==> src/hw/gl_geom_pkg.sv <==
`default_nettype none

package gl_geom_pkg;

    localparam int COORD_W   = 16;
    localparam int FRAC_BITS = 14;                    // normalized coords are Q1.14
    localparam int COLOR_W   = 16;                    // rgb555 in bits 14:0

    ////////////////////
    // vertex entry: color | z | screen y | screen x
    localparam int ENTRY_W = 64;

    localparam logic [ENTRY_W-1:0] FLUSH_ENTRY = '1;

    ////////////////////
    // fifo sizing
    localparam int FIFO_DEPTH = 16;
    localparam int FIFO_AW    = 4;                    // log2 of the depth

    // items that can sit in the transform between a room check and the write
    localparam int XFORM_STAGES = 2;

endpackage

`default_nettype wire

==> src/hw/vertex_fifo.sv <==
`default_nettype none

module vertex_fifo import gl_geom_pkg::*; (
    input  logic               clk1,
    input  logic               reset,
    input  logic               we,
    input  logic [ENTRY_W-1:0] din,
    input  logic               rd_en,
    output logic [ENTRY_W-1:0] dout,
    output logic               empty,
    output logic               room
);

    logic [ENTRY_W-1:0] mem [FIFO_DEPTH];
    logic [FIFO_AW-1:0] wptr;
    logic [FIFO_AW-1:0] rptr;
    logic [FIFO_AW:0]   count;
    logic               pop;

    assign pop   = rd_en && !empty;
    assign empty = (count == '0);
    assign dout  = mem[rptr];                         // head shown while not empty

    // leave space for whatever is still in the transform
    assign room = (count + XFORM_STAGES) < FIFO_DEPTH;

    always_ff @(posedge clk1)
    begin
        if (we)
            mem[wptr] <= din;
    end

    always_ff @(posedge clk1)
    begin
        if (reset)
        begin
            wptr  <= '0;
            rptr  <= '0;
            count <= '0;
        end
        else
        begin
            if (we)
                wptr <= wptr + 1'b1;
            if (pop)
                rptr <= rptr + 1'b1;
            case ({we, pop})
                2'b10:   count <= count + 1'b1;
                2'b01:   count <= count - 1'b1;
                default: ;                            // both or neither
            endcase
        end
    end

    no_write_when_full: assert property (@(posedge clk1) disable iff (reset)
        we |-> (count < FIFO_DEPTH));

endmodule

`default_nettype wire

==> config.mk <==
export PLATFORM = sky130hd
export DESIGN_NAME = vertex_fifo
export DESIGN_NICKNAME = d
export VERILOG_FILES = /design/src/hw/gl_geom_pkg.sv /design/src/hw/vertex_fifo.sv
export SDC_FILE = /design/constraint.sdc
export NUM_CORES = 1
export LEC_CHECK = 0
export BUFFER_PORTS_ARGS = -buffer_cell sky130_fd_sc_hd__buf_4
export CAP_MARGIN = 20
export CORE_UTILIZATION = 33
export DETAILED_ROUTE_END_ITERATION = 8
export GPL_ROUTABILITY_DRIVEN = 1
export GPL_TIMING_DRIVEN = 0
export PLACE_DENSITY_LB_ADDON = 0.3
export SYNTH_ARGS = -nofsm -noshare
export SYNTH_HDL_FRONTEND = slang
export SYNTH_SLANG_ARGS = --single-unit
==> constraint.sdc <==
create_clock -name clk1 -period 3.4 [get_ports clk1]
set_clock_uncertainty 0.2 [all_clocks]
set_input_delay 0.51 -clock clk1 [delete_from_list [all_inputs] [get_ports clk1]]
set_output_delay 0.51 -clock clk1 [all_outputs]
set_load 0.02 [all_outputs]
---- Word level (Yosys, flattened, before mapping) ----
Memory sizes are Yosys's and may differ from the RTL's. A register that Yosys moved wholly into a read port is not among the register bits.
Cells that the tools add are included.
Widths: inputs -> output; s select.
cells by class
  add/sub/neg operators ................... 5
  $lt $le $gt $ge ......................... 1
  equality and inequality tests ........... 2
  mux-type cells .......................... 5
  reduce and logical (&&, ||, !) cells .... 4
operators with widths
  kind                 number
  $pmux 5 s2           1
  $add 4x1->4 const B  2
  $mux 4               2
  $add 5x2->6 const B  1
  $lt 6x5->1 const B   1
  $add 5x1->5 const B  1
  $logic_not 5->1      1
  $sub 5x1->5 const B  1
  $eq 2x1->1 const B   1
  $eq 2x2->1 const B   1
  $mux 1               2
  $reduce_bool 2->1    1
  $logic_and 1x1->1    1
  $logic_not 1->1      1
word-level totals
  register bits ........................... 13
  memory bits (writable) .................. 1024
  bits of input ports ..................... 68
  output and inout port bits .............. 66
  logic and storage cells ................. 21
  memories kept ........................... 1
memories
  memory  depth  width  rd ports  clocked after memory_dff  write ports  RTL line           text
  mem     16     64     1         1                         1            vertex_fifo.sv:14  logic [ENTRY_W-1:0] mem [FIFO_DEPTH];

---- Logic depth before layout (Yosys ltp) ----
Gate-level depths: netlist (run 1).
  depth in word-level cells ............... 5
  depth in mapped cells ................... 12
  gate-level depth less buffers ........... 10

---- Worst setup path before layout (run 1) ----
Ideal clock, no wire load.
  kind .................................... input -> register
  start point ............................. input port we
  end point ............................... memory mem[10][0], enable pin
  setup time .............................. 429 ps
  arrival time ............................ 2698 ps
  data required time ...................... 2771 ps
  setup slack ............................. 73 ps
  stages on the path ...................... 4
  path buffers ............................ 1
  path through ............................ clkbuf_1 -> inv_1 -> nor3b_1 -> and2_1
between the ends
  word-level cells in the longest chain between the ends .. 2
RTL lines
  item                          RTL line           text
  start, declared               vertex_fifo.sv:6   input logic we,
  $mux 1                        vertex_fifo.sv:29  if (we)
  $mux 1 (not written as such)  vertex_fifo.sv:30  mem[wptr] <= din;
  end, declared                 vertex_fifo.sv:14
No other way between the ends.

==> impl_results.md, run 1 <==
- Crit-path most repeated cell: buf_12
- Post-Synthesis Cells: 1680
- Pleak: roughly 15 nW
- Number of synthesized flops with an enable pin: between 1000 and 1500
- Worst Hold Path Cells: 2
- Total of max-cap violations: 0
- Synth Register Bits: ~1000
- Seq/Total Area, Yosys: roughly 79%
- Routed WL per cell: around 26 um
- Overall via count from detail_route: about 18000
- Syn nets: 1757
- Layout cells sized above 1: approximately a third
- Area Overhead vs Synth: 20.1%
- VDD IR max: between 300 and 400 uV
- Syn. warnings: 0
- Outcome: finished clean
- Post-Route Setup TNS: 0 ns
- DP Wirelength: 53300 um
- Critical-path top delay cell: mux4_2
- Clk sinks: about 1000
- Gr usage total: approximately 16%
- Unrepaired setup endpoints after global routing: yes
- Final Setup Violations: 0
- Placed cells: 3363
- Final Cycle Share: between 90% and 100%
- Die Span X: around 350 um
- Initial Utilization: between 30% and 40%
- Max Transition Viols Final: 0
- Largest family of logic cells by synthesized area: multiplexers
- Post-synthesis mux area share: 14.8%
- Leading post-synthesis cells by cell area: edfxtp_1 (78%), mux4_2 (15%), a22oi_1 (2.5%)
- Non-filler cells, final: around 3600
- Element type at the critical path end: output port
- Mean Syn Cell Area: around 23 sq um
- Total chip power: 30.2 mW
- Min Tclk post-route: 3.34 ns
- Synth top cells by count: edfxtp_1 (1024), mux4_2 (256), a22oi_1 (128)
- Die H: 347 um
- RD Place Congestion: approximately 0.71
- Setup crit start kind: flip-flop
- Reg-to-Reg Start: count[1]
- Count leader, synth: edfxtp_1
- Largest area contributor in the netlist: edfxtp_1
- Fin. Hold Viols: 0
- Adder-cell share of the synthesized area: less than 1%
- Setup WS pre-CTS: 0.0756 ns
- Die ar.: around 0.12 sq mm
- Initial antenna violation count: 4
- Core area: roughly 0.12 sq mm
- Port Buffers: around 130
- CTS Buf Count: 98
- Vias/cell: between 5 and 6
- H-tree Lvls: 3
- Clock buffer depth: 3
- Min-delay worst type: in2reg
- Worst slew margin: a little over half
- WS Path Type: reg2out
- Final WS setup: 0.0560 ns
- HP Start: reset
- XOR/XNOR Fraction of Synth Area: 0.201%
- Skew-Pair Late Insertion Delay: between 0.6 and 0.7 ns
- Worst-path clk slew: around 0.06 ns
- DRC: 0
- Reg2reg path depth: 10
- Largest delay share family, worst path: buffers and inverters
- Worst hold margin: 0.0580 ns
- Post-CTS Setup Inserts: 0
- Synth cell types: 40
- Final #Nets: roughly 2100
- Reg2reg end: count[4]
- Data arrival, critical path: around 2.6 ns
- Post-Syn Area: 0.0392 sq mm
- Maximum clock rate: around 300 MHz
- Fill count: 10300
- Antenna-violating nets left: 0
- Root buffer cell: clkbuf_16
- Post-synth top area share: between 70 and 80%
- Largest net degree at the start of global routing: 45
- Routed WL: ~94000 um
- Core Rows: around 130
- Slowest cell delay on critical path: approximately 0.50 ns
- Worst Tran Pin Value: 0.698 ns
- Top_reg_cell synth: edfxtp_1
- First-pass GRT wire length: around 140000 um
- I/O pin cnt: 134
- TritonCTS clock tree: yes
- Synth Area in Compound Gates: roughly 2.7%
- R2R Setup Slk: around 0.19 ns
- Worst-path fanout max: 10
- CP Data Required Time: around 2.7 ns
- Worst Path Buf+Inv: 4
- 1st-pass router iterations: 5
- Simple-gate share of the synthesized area: around 1.5%
- Post-synthesis async set-or-reset flop share: 0%
- Drt initial violations: 1716
- Grt total ovfl: 0
- Vias in the first global route: 19800
- Pwr Density: about 640 mW/mm^2
- CP cell instances: buf_12 > buf_16 > buf_12 > mux4_2 > a22oi_1 > nand2_1 > buf_4
==> cells in the final DEF, fill, tap and decap left out, types with 3 or more instances in the layout <==
cell              n
edfxtp_1       1024
mux4_2          256
buf_4           140
clkbuf_16       100
a22oi_1          99
dlygate4sd3_1    64
nand2_1          53
a22oi_2          29
clkbuf_1         25
buf_16           23
clkbuf_2         19
clkinv_2         19
clkinv_1         19
clkbuf_4         18
buf_12           16
nand2_2          16
and2_4           16
dfxtp_1          16
nor2_1           15
ha_1              9
bufinv_16         9
xor2_1            7
buf_8             7
inv_6             6
inv_1             5
nand4_1           4
buf_2             4
buf_6             4
mux2i_1           3
o21ai_0           3
nor2b_1           3
==> flip-flops by register name, summed over array words and instances, names as in the netlist, named ones only <==
signal,flops
rptr,4
mem,1024
wptr,4
count,5
==> power breakdown <==
| group | total [mW] | internal (mW) | switching (mW) | leakage [nW] |
|---|---|---|---|---|
| Clock | 10.6 | 5.97 | 4.61 | 1.50 |
| Combinational | 5.26 | 2.56 | 2.70 | 3.90 |
| Sequential | 14.4 | 14.3 | 0.0750 | 9.39 |
| Total | 30.2 | 22.8 | 7.39 | 14.8 |
==> worst max path at each step <==
stage	end	cells after the start
after detailed placement	dout[41]	6
after global placement	mem[10][28]	4
after floorplan	mem[10][0]	4
after global routing	dout[19]	7
final	dout[19]	7
after CTS	dout[12]	7
==> layout make-up <==
type                            count  area (sq um)  share of cell area [%]
Clock buffer                      118          2530                    5.37
Multi-Input combinational cell    543          7860                    16.7
Sequential cell                  1041         31100                    66.0
Tap cell                         1536          1920                    4.08
Timing Repair Buffer              215          2180                    4.62
Clock inverter                     56           520                    1.11
Inverter                            5          18.8                  0.0399
Antenna cell                        1          2.50                 0.00532
Buffer                             89           962                    2.04
==> layer usage <==
layer	wire [um]	vias up	GRT usage [%]
met4	2060	6	4.32
li1	-	7826	-
met5	33	-	0
met2	47300	478	26.4
met1	39800	10000	20.8
met3	4520	123	2.54
==> what timing repair did <==
action	CTS	global route
hold endpoints to repair	1024	0
hold buffers	64	0
setup endpoints to repair	64	56
cloned	2	2
pin swaps	13	10
resized for setup	182	59
==> cells by family (layout without fill, tap and decap cells) <==
kind of cell / after synthesis / in the layout
xor gates and xnor gates: 9 / 9
buffers and inverters: 96 / 483
AOI/OAI and AO/OA: 141 / 141
and+or+nand+nor: 125 / 125
DFF: 1041 / 1041
muxes: 259 / 259
other: 0 / 1
adders and majority gates: 9 / 9
==> stage by stage <==
stage               utilization, %  area, sq um
floorplan                        -        39200
global placement              35.7        42100
detailed placement            36.1        42600
CTS                           39.7        46800
global route                  39.9        47100
finish                        39.9        47100
(Power assumes the default switching activity.)
==> run 2: changes to the inputs <==
- clock period: 3.4 -> 3 ns (I/O delays scaled with it)
==> run 2 against run 1 <==
Net effect:
- the flow now finishes with violations (negative setup slack)
- first-iteration DRC count fell by 8.2%
- cell count up 1.1%
- clock-buffer cell count rose by 5
- sequential share of layout area down 1.8 points
- clock power rose by 17%
- global-route usage increased by 0.33 points
- largest power group unchanged
- highest routed layer unchanged
==> impl_results.md, run 2 (synthesis gave the netlist of run 1 again) <==
- Worst Tran Pin Value: 0.695 ns (-0.00315 ns)
- RD Place Congestion: 0.705 (-0.33%)
- Post-Place Cell Area: 0.0426 sq mm (about the same)
- Drt initial violations: 1575 (-8.2%)
- Initial Utilization: 33.3% (unchanged)
- Reg area: 0.0311 sq mm (about the same)
- Biggest register: mem
- Die Span X: 347 um (unchanged)
- Core Rows: 126 (unchanged)
- Data arrival, critical path: 2.59 ns (-0.04 ns)
- Element type at the critical path end: output port
- Max Transition Viols Final: 0 (unchanged)
- Placed cells: 3364 (+0.030%)
- Final Cycle Share: 108%
- Multi-input combinational cell area: 0.00834 sq mm (+6.2%)
- Skew-Pair Late Insertion Delay: 0.65 ns (about the same)
- H-tree Lvls: 3 (unchanged)
- Non-filler cells, final: 3644 (+1.1%)
- Root buffer cell: clkbuf_16
- Top flop regs: mem (1024), count (5)
- TritonCTS clock tree: yes
- CTS Buf Count: 98 (unchanged)
- DP Wirelength: 54000 um (+1.3%)
- Critical-path top delay cell: mux4_2
- Vias/cell: 5.14 (+0.34%)
- Setup WS pre-CTS: -0.294 ns (-0.369 ns)
- Routed WL per cell: 26.7 um (+2.7%)
- Grt total ovfl: 0 (unchanged)
- Min Tclk post-route: between 3 and 4 ns
- Fin area: 0.0484 sq mm (+2.9%)
- Port Buffers: 131 (unchanged)
- Outcome: complete, but fails checks
- I/O pin cnt: 134 (unchanged)
- Initial antenna violation count: 10 (+6)
- Final #Nets: 2103 (+1.6%)
- Worst-path fanout max: 9 (-1)
- Final WS setup: -0.240 ns (-0.296 ns)
- Area Overhead vs Synth: 23.5%
- Clk sinks: 1041 (unchanged)
- Core area: 0.118 sq mm (unchanged)
- Pwr Density: 734 mW/mm^2 (+14%)
- Gr usage total: 15.9% (+0.33 points)
- Worst-path clk slew: 0.06 ns (about the same)
- Most frequent cells in the layout: edfxtp_1 (1024), mux4_2 (256), buf_4 (110)
- Pleak: 15.2 nW (+2.8%)
- Failing checks: negative setup slack
- Largest net degree at the start of global routing: 41 (-8.9%)
- Worst hold margin: 0.0866 ns (+0.0287 ns)
- Crit-path most repeated cell: buf_16
- Setup crit start kind: flip-flop
- Maximum clock rate: 309 MHz
- Die ar.: 0.120 sq mm (unchanged)
- CP cell instances: buf_12 > buf_16 > buf_16 > mux4_2 > a22oi_2 > nand2_1 > buf_4
- Overall via count from detail_route: 18700 (+1.5%)
- WS Path Type: reg2out
- Fill count: 10200 (-1.1%)
- Clock buffer depth: 3 (unchanged)
- Commonest non-fill, non-tap cell in the layout: edfxtp_1
- Max reg flops: 1024 (unchanged)
- First-pass GRT wire length: 139000 um (+2.1%)
- Worst slew margin: 53.7% (+0.21 points)
- Vias in the first global route: 20100 (+1.5%)
- Layout cells sized above 1: 39.1% (+5.6 points)
- Routed WL: 97300 um (+3.8%)
- Min-delay worst type: in2reg
- Total of max-cap violations: 0 (unchanged)
- Antenna-violating nets left: 0 (unchanged)
- VDD IR max: 443 uV (+27%)
- Unrepaired setup endpoints after global routing: yes
- Fin. Hold Viols: 0 (unchanged)
- Slowest cell delay on critical path: 0.54 ns (+0.04 ns)
- CP Data Required Time: 2.35 ns (-0.34 ns)
- 1st-pass router iterations: 5 (unchanged)
- DRC: 0 (unchanged)
- Die H: 347 um (unchanged)
- Final Setup Violations: 64 (+64)
[run 2: changes by cell type in the layout (fill, tap and decap cells not counted), moves of 6 or more]
cell,change
buf_12,+7
a22oi_1,-73
a22oi_2,+73
nand2_2,+18
buf_6,+48
buf_4,-30
clkinv_1,+6
buf_16,+7
nand2_1,-19
clkbuf_4,-9
[run 2: final timing paths]
| kind | startpoint | to | slack (ns) | cells past startpoint |
|---|---|---|---|---|
| setup / recovery | flip-flop | dout[51] | -0.24 | 7 |
| hold / removal | rd_en | rptr[3] | 0.09 | 4 |
| hold reg to reg | rptr[3] | rptr[3] | 0.35 | 2 |
| setup reg to reg | count[2] | count[2] | 0.09 | 12 |
[run 2: through the flow]
| stage | utilization (%) | TNS [ns] | power, mW |
|---|---|---|---|
| detailed placement | 36.1 | -10.15 | 22.0 |
| global placement | 35.7 | -607.49 | 21.9 |
| CTS | 40.5 | -16.39 | 35.5 |
| floorplan | - | 0 | 20.1 |
| finish | 41.1 | -11.27 | 35.5 |
| global route | 41.1 | -17.75 | 36.8 |
[run 2: area by class of cell]
cell class / count / share of cell area (%)
Sequential cell: 1041 / 64.2
Multi-Input combinational cell: 547 / 17.2
Timing Repair Buffer: 245 / 5.71
Clock buffer: 123 / 5.39
Tap cell: 1536 / 3.97
Buffer: 88 / 2.17
Clock inverter: 58 / 1.27
Inverter: 5 / 0.0388
Antenna cell: 1 / 0.00517
[run 2: critical path: cells and delay by family (launching register included)]
family / cells / cell delay (ns)
simple gates: 1 / 0.13
compound gates: 1 / 0.21
buf+inv: 4 / 0.70
flops: 1 / 0.34
mux: 1 / 0.54
[run 2: what timing repair did]
action | CTS | global route
hold endpoints to repair | 1027 | 0
setup endpoints to repair | 66 | 225
resized for setup | 303 | 103
hold buffers | 66 | 0
pin swaps | 43 | 48
buffers inserted | 11 | 11
gates cloned | 8 | 8
[run 2: per-layer routing]
metal	vias to the layer above	global-route usage, %	share of wire, %
met5	-	0	0.11
met4	18	5.29	2.4
met3	130	2.63	5.2
met2	498	26.4	50
met1	10200	21.3	43
li1	7902	-	-
[run 2: power by group]
group | total [mW] | internal, mW | switching (mW)
clock | 12.4 | 7.21 | 5.24
sequential | 16.3 | 16.2 | 0.0889
combinational | 6.82 | 3.47 | 3.35
